$ cat src/common/dsp_pkg.sv
package dsp_pkg;

	// Register file geometry.
	localparam int reg_addr_bits = 6;
	localparam int data_bits = 32;
	localparam int imm_bits = 16;

	// Command queue sizes, the depth is also the host's starting credit count.
	localparam int cmd_fifo_depth = 4;
	localparam int fifo_ptr_bits = 2;
	localparam int fifo_cnt_bits = 3;

	// Result channel credits held by the unit after reset.
	localparam int res_credits_init = 2;
	localparam int res_cnt_bits = 2;

	// Configuration space has two words, mode at 0 and retired count at 1.
	localparam int cfg_addr_bits = 1;

	typedef enum logic [2:0] {
		OP_ADD = 3'd0,	// May saturate.
		OP_SUB = 3'd1,	// May saturate.
		OP_AND = 3'd2,
		OP_OR  = 3'd3,
		OP_XOR = 3'd4,
		OP_MUL = 3'd5,	// Signed low halves.
		OP_LDI = 3'd6,	// Sign-extended immediate.
		OP_RD  = 3'd7	// Source A goes out on the result channel.
	} dsp_op_e;

endpackage
$ cat src/hdl/dsp_top.sv
`timescale 1ns/1ps

module dsp_top
	import dsp_pkg::*;
(
	input  logic                     sys_clk,
	input  logic                     arst_n,
	input  logic                     cmd_valid,
	input  dsp_op_e                  cmd_op,
	input  logic [reg_addr_bits-1:0] cmd_dst,
	input  logic [reg_addr_bits-1:0] cmd_src_a,
	input  logic [reg_addr_bits-1:0] cmd_src_b,
	input  logic [imm_bits-1:0]      cmd_imm,
	output logic                     cmd_credit,
	output logic                     res_valid,
	output logic [data_bits-1:0]     res_data,
	input  logic                     res_credit,
	input  logic                     cfg_we,
	input  logic [cfg_addr_bits-1:0] cfg_addr,
	input  logic [data_bits-1:0]     cfg_wdata,
	output logic [data_bits-1:0]     cfg_rdata
);

	logic                     empty;
	logic                     pop;
	dsp_op_e                  head_op;
	logic [reg_addr_bits-1:0] head_dst;
	logic [reg_addr_bits-1:0] head_src_a;
	logic [reg_addr_bits-1:0] head_src_b;
	logic [imm_bits-1:0]      head_imm;
	logic [reg_addr_bits-1:0] rd_addr_a;
	logic [reg_addr_bits-1:0] rd_addr_b;
	logic [reg_addr_bits-1:0] addr_a;
	logic [data_bits-1:0]     rdata_a;
	logic [data_bits-1:0]     rdata_b;
	logic                     we_a;
	logic [reg_addr_bits-1:0] wr_addr;
	logic [data_bits-1:0]     wdata;
	logic                     retire;
	logic                     sat_en;

	// Port A carries the write address when a write-back is due.
	assign addr_a = we_a ? wr_addr : rd_addr_a;

	cmd_fifo fifo_i (
		.sys_clk    (sys_clk),
		.arst_n     (arst_n),
		.push       (cmd_valid),
		.push_op    (cmd_op),
		.push_dst   (cmd_dst),
		.push_src_a (cmd_src_a),
		.push_src_b (cmd_src_b),
		.push_imm   (cmd_imm),
		.pop        (pop),
		.empty      (empty),
		.head_op    (head_op),
		.head_dst   (head_dst),
		.head_src_a (head_src_a),
		.head_src_b (head_src_b),
		.head_imm   (head_imm),
		.credit     (cmd_credit)
	);

	dsp_exec exec_i (
		.sys_clk    (sys_clk),
		.arst_n     (arst_n),
		.empty      (empty),
		.head_op    (head_op),
		.head_dst   (head_dst),
		.head_src_a (head_src_a),
		.head_src_b (head_src_b),
		.head_imm   (head_imm),
		.res_credit (res_credit),
		.sat_en     (sat_en),
		.pop        (pop),
		.rd_addr_a  (rd_addr_a),
		.rd_addr_b  (rd_addr_b),
		.rdata_a    (rdata_a),
		.rdata_b    (rdata_b),
		.we_a       (we_a),
		.wr_addr    (wr_addr),
		.wdata      (wdata),
		.res_valid  (res_valid),
		.res_data   (res_data),
		.retire     (retire)
	);

	dsp_regfile regfile_i (
		.sys_clk (sys_clk),
		.we_a    (we_a),
		.addr_a  (addr_a),
		.wdata_a (wdata),
		.addr_b  (rd_addr_b),
		.rdata_a (rdata_a),
		.rdata_b (rdata_b)
	);

	dsp_ctrl_regs ctrl_i (
		.sys_clk   (sys_clk),
		.arst_n    (arst_n),
		.cfg_we    (cfg_we),
		.cfg_addr  (cfg_addr),
		.cfg_wdata (cfg_wdata),
		.cfg_rdata (cfg_rdata),
		.retire    (retire),
		.sat_en    (sat_en)
	);

endmodule

$ cat src/hdl/dsp_ctrl_regs.sv
`timescale 1ns/1ps

module dsp_ctrl_regs
	import dsp_pkg::*;
(
	input  logic                     sys_clk,
	input  logic                     arst_n,
	input  logic                     cfg_we,
	input  logic [cfg_addr_bits-1:0] cfg_addr,
	input  logic [data_bits-1:0]     cfg_wdata,
	output logic [data_bits-1:0]     cfg_rdata,
	input  logic                     retire,
	output logic                     sat_en
);

	logic [data_bits-1:0] retired_cnt;
	logic                 cnt_sel;

	assign cnt_sel = (cfg_addr == cfg_addr_bits'(1));

	assign cfg_rdata = cnt_sel ? retired_cnt : {{(data_bits-1){1'b0}}, sat_en};

	always_ff @(posedge sys_clk or negedge arst_n) begin
		if (!arst_n) begin
			sat_en <= 1'b0;
			retired_cnt <= '0;
		end else begin
			if (cfg_we && !cnt_sel) begin
				sat_en <= cfg_wdata[0];
			end
			if (retire) begin
				retired_cnt <= retired_cnt + 1'b1;	// Takes priority over a clear.
			end else if (cfg_we && cnt_sel) begin
				retired_cnt <= '0;
			end
		end
	end

endmodule

$ cat src/dsp_core/dsp_exec.sv
`timescale 1ns/1ps

module dsp_exec
	import dsp_pkg::*;
(
	input  logic                     sys_clk,
	input  logic                     arst_n,
	input  logic                     empty,
	input  dsp_op_e                  head_op,
	input  logic [reg_addr_bits-1:0] head_dst,
	input  logic [reg_addr_bits-1:0] head_src_a,
	input  logic [reg_addr_bits-1:0] head_src_b,
	input  logic [imm_bits-1:0]      head_imm,
	input  logic                     res_credit,
	input  logic                     sat_en,
	output logic                     pop,
	output logic [reg_addr_bits-1:0] rd_addr_a,
	output logic [reg_addr_bits-1:0] rd_addr_b,
	input  logic [data_bits-1:0]     rdata_a,
	input  logic [data_bits-1:0]     rdata_b,
	output logic                     we_a,
	output logic [reg_addr_bits-1:0] wr_addr,
	output logic [data_bits-1:0]     wdata,
	output logic                     res_valid,
	output logic [data_bits-1:0]     res_data,
	output logic                     retire
);

	logic                     s2_valid;
	dsp_op_e                  s2_op;
	logic [reg_addr_bits-1:0] s2_dst;
	logic [reg_addr_bits-1:0] s2_src_a;
	logic [reg_addr_bits-1:0] s2_src_b;
	logic [imm_bits-1:0]      s2_imm;
	logic                     wb_valid;
	logic [reg_addr_bits-1:0] wb_addr;
	logic [data_bits-1:0]     wb_data;
	logic [res_cnt_bits-1:0]  res_cnt;
	logic                     rd_block;
	logic                     issue_rd;
	logic [data_bits-1:0]     opnd_a;
	logic [data_bits-1:0]     opnd_b;
	logic [data_bits-1:0]     alu_result;

	// Port A address is needed for the write in t+1, so no issue then.
	assign we_a = s2_valid && (s2_op != OP_RD);
	assign rd_block = (head_op == OP_RD) && (res_cnt == '0);
	assign pop = !empty && !we_a && !rd_block;
	assign issue_rd = pop && (head_op == OP_RD);

	assign rd_addr_a = head_src_a;
	assign rd_addr_b = head_src_b;

	assign opnd_a = (wb_valid && (wb_addr == s2_src_a)) ? wb_data : rdata_a;
	assign opnd_b = (wb_valid && (wb_addr == s2_src_b)) ? wb_data : rdata_b;

	dsp_alu alu_i (
		.op     (s2_op),
		.a      (opnd_a),
		.b      (opnd_b),
		.imm    (s2_imm),
		.sat_en (sat_en),
		.result (alu_result)
	);

	assign wr_addr = s2_dst;
	assign wdata = alu_result;
	assign retire = s2_valid;

	always_ff @(posedge sys_clk) begin
		s2_op <= head_op;
		s2_dst <= head_dst;
		s2_src_a <= head_src_a;
		s2_src_b <= head_src_b;
		s2_imm <= head_imm;
		res_data <= alu_result;
		if (we_a) begin
			wb_addr <= s2_dst;
			wb_data <= alu_result;
		end
	end

	always_ff @(posedge sys_clk or negedge arst_n) begin
		if (!arst_n) begin
			s2_valid <= 1'b0;
			wb_valid <= 1'b0;
			res_valid <= 1'b0;
			res_cnt <= res_cnt_bits'(res_credits_init);
		end else begin
			s2_valid <= pop;
			res_valid <= s2_valid && (s2_op == OP_RD);
			if (we_a) begin
				wb_valid <= 1'b1;	// Holds the last write from then on.
			end
			case ({res_credit, issue_rd})
				2'b10: res_cnt <= res_cnt + 1'b1;
				2'b01: res_cnt <= res_cnt - 1'b1;
				default: res_cnt <= res_cnt;
			endcase
		end
	end

	// A consumer returning more credits than it was given is a protocol error.
	assert property (@(posedge sys_clk) disable iff (!arst_n)
		res_cnt <= res_cnt_bits'(res_credits_init))
		else $error("dsp_exec result credits above initial count");

endmodule

$ cat src/dsp_core/dsp_alu.sv
`timescale 1ns/1ps

module dsp_alu
	import dsp_pkg::*;
(
	input  dsp_op_e              op,
	input  logic [data_bits-1:0] a,
	input  logic [data_bits-1:0] b,
	input  logic [imm_bits-1:0]  imm,
	input  logic                 sat_en,
	output logic [data_bits-1:0] result
);

	localparam int half_bits = data_bits / 2;

	logic [data_bits-1:0] sum;
	logic [data_bits-1:0] diff;
	logic [data_bits-1:0] product;
	logic [data_bits-1:0] clamp;
	logic                 sum_ovf;
	logic                 diff_ovf;

	assign sum = a + b;
	assign diff = a - b;
	assign product = $signed(a[half_bits-1:0]) * $signed(b[half_bits-1:0]);

	// Overflow shows as a result sign that the operand signs cannot produce.
	assign sum_ovf = (a[data_bits-1] == b[data_bits-1]) &&
		(sum[data_bits-1] != a[data_bits-1]);
	assign diff_ovf = (a[data_bits-1] != b[data_bits-1]) &&
		(diff[data_bits-1] != a[data_bits-1]);

	// Both overflow kinds clamp toward the sign of operand a.
	assign clamp = a[data_bits-1] ? {1'b1, {(data_bits-1){1'b0}}} :
		{1'b0, {(data_bits-1){1'b1}}};

	always_comb begin
		case (op)
			OP_ADD: result = (sat_en && sum_ovf) ? clamp : sum;
			OP_SUB: result = (sat_en && diff_ovf) ? clamp : diff;
			OP_AND: result = a & b;
			OP_OR:  result = a | b;
			OP_XOR: result = a ^ b;
			OP_MUL: result = product;
			OP_LDI: result = {{(data_bits-imm_bits){imm[imm_bits-1]}}, imm};
			OP_RD:  result = a;
			default: result = a;
		endcase
	end

endmodule

$ cat src/hdl/cmd_fifo.sv
`timescale 1ns/1ps

module cmd_fifo
	import dsp_pkg::*;
(
	input  logic                     sys_clk,
	input  logic                     arst_n,
	input  logic                     push,
	input  dsp_op_e                  push_op,
	input  logic [reg_addr_bits-1:0] push_dst,
	input  logic [reg_addr_bits-1:0] push_src_a,
	input  logic [reg_addr_bits-1:0] push_src_b,
	input  logic [imm_bits-1:0]      push_imm,
	input  logic                     pop,
	output logic                     empty,
	output dsp_op_e                  head_op,
	output logic [reg_addr_bits-1:0] head_dst,
	output logic [reg_addr_bits-1:0] head_src_a,
	output logic [reg_addr_bits-1:0] head_src_b,
	output logic [imm_bits-1:0]      head_imm,
	output logic                     credit
);

	dsp_op_e                  op_mem    [0:cmd_fifo_depth-1];
	logic [reg_addr_bits-1:0] dst_mem   [0:cmd_fifo_depth-1];
	logic [reg_addr_bits-1:0] src_a_mem [0:cmd_fifo_depth-1];
	logic [reg_addr_bits-1:0] src_b_mem [0:cmd_fifo_depth-1];
	logic [imm_bits-1:0]      imm_mem   [0:cmd_fifo_depth-1];

	logic [fifo_ptr_bits-1:0] wr_ptr;
	logic [fifo_ptr_bits-1:0] rd_ptr;
	logic [fifo_cnt_bits-1:0] count;
	logic                     full;

	assign empty = (count == '0);
	assign full = (count == fifo_cnt_bits'(cmd_fifo_depth));

	// The head is read straight from the array so a fresh entry pops next cycle.
	assign head_op = op_mem[rd_ptr];
	assign head_dst = dst_mem[rd_ptr];
	assign head_src_a = src_a_mem[rd_ptr];
	assign head_src_b = src_b_mem[rd_ptr];
	assign head_imm = imm_mem[rd_ptr];

	always_ff @(posedge sys_clk) begin
		if (push) begin
			op_mem[wr_ptr] <= push_op;
			dst_mem[wr_ptr] <= push_dst;
			src_a_mem[wr_ptr] <= push_src_a;
			src_b_mem[wr_ptr] <= push_src_b;
			imm_mem[wr_ptr] <= push_imm;
		end
	end

	always_ff @(posedge sys_clk or negedge arst_n) begin
		if (!arst_n) begin
			wr_ptr <= '0;
			rd_ptr <= '0;
			count <= '0;
			credit <= 1'b0;
		end else begin
			if (push) begin
				wr_ptr <= wr_ptr + 1'b1;
			end
			if (pop) begin
				rd_ptr <= rd_ptr + 1'b1;
			end
			count <= count + fifo_cnt_bits'(push) - fifo_cnt_bits'(pop);
			credit <= pop;	// One credit back per entry taken.
		end
	end

	// A host that respects its credits can never find the queue full.
	assert property (@(posedge sys_clk) disable iff (!arst_n) !(push && full))
		else $error("cmd_fifo push while full");

endmodule

$ cat src/hdl/dsp_regfile.sv
`timescale 1ns/1ps

module dsp_regfile
	import dsp_pkg::*;
(
	input  logic                     sys_clk,
	input  logic                     we_a,
	input  logic [reg_addr_bits-1:0] addr_a,
	input  logic [data_bits-1:0]     wdata_a,
	input  logic [reg_addr_bits-1:0] addr_b,
	output logic [data_bits-1:0]     rdata_a,
	output logic [data_bits-1:0]     rdata_b
);

	logic [data_bits-1:0] mem [0:(1<<reg_addr_bits)-1];

	// Both ports are read on every edge. The nonblocking write means a read
	// of the address being written on the same edge sees the old word.
	always_ff @(posedge sys_clk) begin
		if (we_a) begin
			mem[addr_a] <= wdata_a;
		end
		rdata_a <= mem[addr_a];
		rdata_b <= mem[addr_b];
	end

endmodule

$ cat config.mk
export PLATFORM = sky130hd
export DESIGN_NAME = dsp_top
export DESIGN_NICKNAME = d
export VERILOG_FILES = /design/src/common/dsp_pkg.sv /design/src/hdl/dsp_top.sv /design/src/hdl/dsp_ctrl_regs.sv /design/src/dsp_core/dsp_exec.sv /design/src/dsp_core/dsp_alu.sv /design/src/hdl/cmd_fifo.sv /design/src/hdl/dsp_regfile.sv
export SDC_FILE = /design/constraint.sdc
export NUM_CORES = 2
export LEC_CHECK = 0
export ABC_AREA = 0
export BUFFER_PORTS_ARGS = -buffer_cell sky130_fd_sc_hd__buf_2
export CAP_MARGIN = 20
export CORE_MARGIN = 4
export CORE_UTILIZATION = 55
export DETAILED_ROUTE_END_ITERATION = 7
export MAX_ROUTING_LAYER = met4
export PLACE_DENSITY_LB_ADDON = 0.12
export SKIP_LAST_GASP = 1
export SYNTH_ARGS = -nofsm -noshare
export SYNTH_HDL_FRONTEND = slang
export SYNTH_SLANG_ARGS = --single-unit
$ cat constraint.sdc
create_clock -name sys_clk -period 19.9 [get_ports sys_clk]
set_clock_uncertainty 0.15 [all_clocks]
set_input_delay 2.985 -clock sys_clk [delete_from_list [all_inputs] [get_ports sys_clk]]
set_output_delay 2.985 -clock sys_clk [all_outputs]
set_load 0.03 [all_outputs]
After elaboration in Yosys (flattened, before gate mapping). Memory sizes are Yosys's and may differ from the RTL's. A register that Yosys moved wholly into a read port is not among the register bits. Index checks and enable logic that the tools add are counted.

Register bits after elaboration: 130. Bits in writable memories: 2196. Input port bits: 75. Output and inout port bits: 66. Word-level logic and storage cells: 89. Memories: 6.

Memories: regfile_i.mem (words 64, width 32, rd ports 2, clocked after memory_dff 2, wr ports 1, line dsp_regfile.sv:15) `logic [data_bits-1:0] mem [0:(1<<reg_addr_bits)-1];`; fifo_i.imm_mem (words 4, width 16, rd ports 1, clocked after memory_dff 1, wr ports 1, line cmd_fifo.sv:28) `logic [imm_bits-1:0] imm_mem [0:cmd_fifo_depth-1];`; fifo_i.dst_mem (words 4, width 6, rd ports 1, clocked after memory_dff 1, wr ports 1, line cmd_fifo.sv:25) `logic [reg_addr_bits-1:0] dst_mem [0:cmd_fifo_depth-1];`; fifo_i.src_a_mem (words 4, width 6, rd ports 1, clocked after memory_dff 0, wr ports 1, line cmd_fifo.sv:26) `logic [reg_addr_bits-1:0] src_a_mem [0:cmd_fifo_depth-1];`; fifo_i.src_b_mem (words 4, width 6, rd ports 1, clocked after memory_dff 0, wr ports 1, line cmd_fifo.sv:27) `logic [reg_addr_bits-1:0] src_b_mem [0:cmd_fifo_depth-1];`; fifo_i.op_mem (words 4, width 3, rd ports 1, clocked after memory_dff 0, wr ports 1, line cmd_fifo.sv:24) `dsp_op_e op_mem [0:cmd_fifo_depth-1];`.

$add $sub $neg: 9. Multiply operators: 1. Equal/unequal tests: 17. Mux-type cells: 15. Bitwise logic cells: 3. Reductions and logical operators: 23.

Operators by type and width (count): $mux 32 (8); $pmux 32 s8 (1); $add 32x1->32 const B (1); $add 32x32->32 (1); $and 32x32->32 (1); $mul 16x16->32 (1); $or 32x32->32 (1); $sub 32x32->32 (1); $xor 32x32->32 (1); $eq 3x3->1 const B (5); $logic_and 1x1->1 (14); $eq 6x6->1 (2); $add 2x1->2 const B (3); $eq 3x2->1 const B (2); $logic_not 3->1 (2); $mux 6 (1); $logic_not 1->1 (4); $mux 1 (4); $pmux 2 s2 (1); $reduce_bool 2->1 (2); $add 3x1->3 (1); $eq 3x1->1 const B (1); $ne 1x1->1 (3); $ne 3x3->1 const B (1); 6 further kinds (6).

Logic depth before layout (Yosys ltp).
Word-level depth: 9. Mapped depth: 32. Depth with buffers taken out: 28.

Cells and area by module. Synthesis repeated with hierarchy kept, for this count alone.

Cell total of the unflattened synthesis: 8015. Area total of the unflattened synthesis: 123243.2 sq um.

Modules (own cells, without submodules): dsp_regfile (times used 1, cells each 5367, area an instance 96301.1 sq um, seq. area each 62780.2 sq um); dsp_alu (times used 1, cells each 1984, area an instance 15372.2 sq um, seq. area each 0.0 sq um); cmd_fifo (times used 1, cells each 227, area an instance 5738.0 sq um, seq. area each 4644.5 sq um); dsp_exec (times used 1, cells each 226, area an instance 3783.6 sq um, seq. area each 2648.8 sq um); dsp_ctrl_regs (times used 1, cells each 204, area an instance 1946.9 sq um, seq. area each 825.8 sq um); dsp_top (times used 1, cells each 7, area an instance 101.3 sq um, seq. area each 0.0 sq um).

Worst setup path after synthesis. Ideal clock, no wire load.

Path kind: register -> register. From: reg exec_i.wb_addr[2]. To: reg exec_i.wb_data[21] (data pin). Library setup time: 0.717 ns. Arrival: 9.435 ns. Required time: 19.033 ns. Path slack: 9.598 ns. Cell stages (with the launch flop): 26. Path buffers: 3. Clock period less this slack: 10.302 ns. Path through: edfxtp_1 -> xor2_1 -> nor4_4 -> buf_2 -> buf_2 -> buf_2 -> mux2_2 -> ha_1 -> fa_1 -> fa_1 -> ha_1 -> inv_1 -> fa_1 -> inv_1 -> fa_1 -> inv_1 -> fa_1 -> inv_1 -> ha_1 -> or4_4 -> o2111ai_1 -> a31oi_1 -> a21oi_1 -> xnor2_1 -> a2111oi_0 -> o21ai_0.

Cells in the longest elaborated chain, start to end: 9. Elaborated cells on any way between the ends: 24. Those cells by class: 2 x add/sub; 1 x mul; 6 x eq/ne; 6 x mux; 3 x bitwise; 6 x reduce/logical.

Ends and longest elaborated chain: start, declared (line dsp_exec.sv:36) `logic [reg_addr_bits-1:0] wb_addr;`; start signal, assigned (line dsp_exec.sv:78) `wb_addr <= s2_dst;`; parallel branches: the longest is 8 deep, another holds $mul 16x16->32; $pmux 32 s8 * (line dsp_alu.sv:38) `case (op)`; named net exec_i.alu_i.result[21] (line dsp_alu.sv:11) `output logic [data_bits-1:0] result`; end signal, assigned (line dsp_exec.sv:79) `wb_data <= alu_result;`; end, declared (line dsp_exec.sv:37) `logic [data_bits-1:0] wb_data;`.

Mark *: on every way through the listed nets, which the timed path passes. A chain may end at the register's enable or synchronous reset.

Final worst setup path.
From: reg exec_i.wb_addr[3]. To: mem regfile_i.mem[54][19] (data pin).

Cells in the longest elaborated chain, start to end: 9. Elaborated cells on any way between the ends: 24. Those cells by class: 2 x add/sub; 1 x mul; 6 x eq/ne; 6 x mux; 3 x bitwise; 6 x reduce/logical.

Ends and longest elaborated chain (line): parallel branches: the longest is 8 deep, another holds $mul 16x16->32; $pmux 32 s8 * (dsp_alu.sv:38); named net exec_i.alu_i.result[19] (dsp_alu.sv:11); end, declared (dsp_regfile.sv:15).

Marks and branches as above.

==> impl_metrics.toml <==
[run_status]
status = "completed"

[cells_and_area]
nets = 8050
layout-drive-gt1-share = 0.2131
seqCellArea_mm2 = 0.07088
fillerInstances = 15590
multiInputGateArea_mm2 = 0.04374
synthToLayoutAreaGrowth_pct = 11.19

[synthesis]
yosys_warnings = 0
synth_ff_type = "edfxtp_1"
synthCells = 7464
synth_area_mm2 = 0.1174
synth.distinct_cells = 88
postSynthAreaPerCell_um2 = 15.73
synth_edf_count = 2234
ys_seq_elements = 2412
ys_seq_area_frac = 0.6037
syn_nets = 7990
async_flop_share = 0.01866

[worst_setup_path]
worstPathRequired_ns = 20.31
cp.arrival_ns = 10.73
cp_max_fo = 66
startpoint_type = "flop"
critPathTopFamily = "adder cells"
path_buf_inv = 7
worstSetupPathType = "flop to flop"
reg2reg_slack_ns = 9.58
crit_path_end_kind = "flop"
crit_top_cell = "fa_1"
worstReg2RegEnd = "regfile_i.mem[54][19]"
r2r_start = "exec_i.wb_addr[3]"
critPathLaunch = "exec_i.wb_addr[3]"
r2r_cells = 28
max_stage_delay_ns = 0.67
cp_num_cells = 28
cp_slowest_cell = "mux2_2"

[clock_network]
numCtsBuffers = 238
root_buffer = "clkbuf_16"
cts_htree_levels = 4
post_cts_buffers = 0
cts_resized = 0
clk-insertion-delay-late_ns = 0.92
clock_sinks = 2412
cts_tree = "built"
cts-hold-fix-buffers = 0
clockBufferDepth = 3
clkTransAtPathRegs_ns = 0.07

[drt]
initialDrtViolationCount = 13140
drt-vias-per-instance = 7.389
wl_per_cell_um = 38.59
vias = 78160
ant_nets = 0
drt_pass1_iterations = 8
drc = 0
routed_wl_mm = 408.2

[floorplanning]
die-area_mm2 = 0.2209
dieWidth_um = 470.0
ios = 141
start_util = 0.5529
fp.dieH_um = 470.0
core-area_mm2 = 0.2123
rows = 169

[worst_hold_path]
whs_path_depth = 1
hold_end = "ctrl_i.retired_cnt[31]"
hp-class = "flop to flop"
min-delay-start = "ctrl_i.retired_cnt[31]"

[timing]
min_period_over_period = 0.5188
setup_viol = 0
tns_ns = 0
max_freq_mhz = 96.87
hold_viol = 0
rsz0062_at_grt = "no"
maxSlewHeadroom = 0.1481
worst_slew_pin_slew_ns = 1.278
drv_slew = 0
period_needed_ns = 10.32

[global_routing]
grt_start_max_net_pins = 104
grt_pass1_vias = 77090
grt.total_usage = 0.3753
grt_overflow = 0
antenna_found_initial = 26
grt_pass1_wl_mm = 572.0

[placed_design]
place_congestion = 0.9841
io_buffer_count = 109
dp_hpwl_mm = 235.2

[flow_run]
max_cap_violations = 0
## placed cells by master (no fill, tap or decap), types with 20 or more instances in the layout
cell / netlist / routed
a22o_1: 122 / 122
mux2i_1: 73 / 71
a22oi_1: 789 / 789
clkinv_1: 11 / 40
mux2_2: 87 / 87
o21bai_1: 20 / 20
nand2b_1: 21 / 21
xnor2_1: 73 / 73
a21oi_1: 281 / 258
buf_2: 191 / 110
a21oi_4: 0 / 24
o31ai_1: 21 / 21
clkbuf_1: 237 / 43
fa_1: 265 / 265
nand4_1: 164 / 164
o21ai_1: 33 / 33
ha_1: 186 / 186
clkbuf_8: 0 / 22
a31oi_1: 137 / 133
nor2_4: 0 / 64
xor2_1: 26 / 26
nor2_1: 284 / 220
nand2_1: 261 / 260
dfrtp_1: 44 / 43
nand3_1: 47 / 44
clkbuf_16: 0 / 243
inv_1: 406 / 405
nor3_1: 38 / 30
a221oi_1: 132 / 132
and2_1: 43 / 39
bufinv_16: 0 / 31
mux4_2: 684 / 678
clkinv_2: 0 / 50
o21ai_0: 102 / 100
buf_4: 2 / 211
dfxtp_1: 133 / 131
edfxtp_1: 2234 / 2234
## synthesized netlist by cell type, types with 137 or more instances
library cell  count  area [um^2]
nand2_1         261        979.7
a21oi_1         281         1406
inv_1           406         1524
a22oi_1         789         5923
buf_2           191        955.9
nor2_1          284         1066
clkbuf_1        237        889.6
edfxtp_1       2234        67080
nand4_1         164         1026
ha_1            186         2327
mux4_2          684        15400
fa_1            265         5305
a31oi_1         137        857.1
## cell families after synthesis
logic type,after synthesis,synth area share
buf+inv,937,0.03206
compound gates,1779,0.1072
mux,849,0.1466
xor+xnor,99,0.007386
flops,2412,0.6037
fa+ha+maj,451,0.06502
simple gates,937,0.03794
## state kept, by name, indices dropped and copies added (netlist names), 2 cells and up
signal,cells
fifo_i.imm_mem,64
exec_i.res_cnt,2
regfile_i.rdata_b,32
fifo_i.src_a_mem,24
exec_i.wb_addr,6
fifo_i.dst_mem,24
regfile_i.rdata_a,32
exec_i.s2_op,3
exec_i.s2_src_a,6
fifo_i.wr_ptr,2
fifo_i.count,3
ctrl_i.retired_cnt,32
exec_i.s2_imm,16
exec_i.s2_src_b,6
fifo_i.src_b_mem,24
exec_i.wr_addr,6
regfile_i.mem,2048
exec_i.res_data,32
fifo_i.op_mem,12
fifo_i.rd_ptr,2
exec_i.wb_data,32
## worst reg2reg max path: cells and delay by family (launching register included)
kind / cells / cell delay, ns
XOR/XNOR: 2 / 0.68
adder cells (fa/ha/maj): 7 / 2.81
multiplexers: 1 / 0.75
AO/OA/AOI/OAI: 6 / 1.82
AND/OR/NAND/NOR: 5 / 1.34
buffers and inverters: 7 / 1.89
flip-flops: 1 / 0.42
## metrics by stage
step	hold WS [ns]	cells	instance area, um^2	util	setup WS, ns
final	0.3349	10580	130500	0.6148	9.577
after global placement	0.3152	10090	122000	0.5745	9.430
after floorplan	0.2805	7464	117400	-	9.598
after CTS	0.3400	10550	130400	0.6140	9.717
after global routing	0.3534	10570	130500	0.6148	9.251
after detailed placement	0.3219	10100	122100	0.5752	9.842
## layer usage
| metal | up-vias | track usage | part of all wire |
|---|---|---|---|
| met2 | 6257 | 0.5430 | 0.45 |
| met1 | 40280 | 0.4867 | 0.36 |
| met5 | - | - | 0 |
| met4 | 0 | 0.1950 | 0.061 |
| met3 | 1252 | 0.1080 | 0.14 |
| li1 | 30360 | - | - |
## how the worst max path moves through the flow
| stage | endpoint | slack [ns] |
|---|---|---|
| 2_1_floorplan | exec_i.wb_data[21] | 9.60 |
| 3_3_place_gp | regfile_i.mem[16][24] | 9.43 |
| 3_5_place_dp | regfile_i.mem[26][19] | 9.84 |
| 4_1_cts | regfile_i.mem[20][19] | 9.72 |
| 5_1_grt | regfile_i.mem[29][19] | 9.25 |
| 6_report | regfile_i.mem[54][19] | 9.58 |
## final cells by class
class | count | area share
Sequential cell | 2412 | 0.5430
Tap cell | 2821 | 0.02704
Inverter | 418 | 0.01202
Antenna cell | 19 | 0.0003643
Clock inverter | 145 | 0.01306
Timing Repair Buffer | 339 | 0.01928
Multi-Input combinational cell | 4115 | 0.3351
Clock buffer | 308 | 0.05014
Power is left out: the tool's default activity adds up to more than one toggle a clock period on the data nets, which glitch-free logic cannot reach.
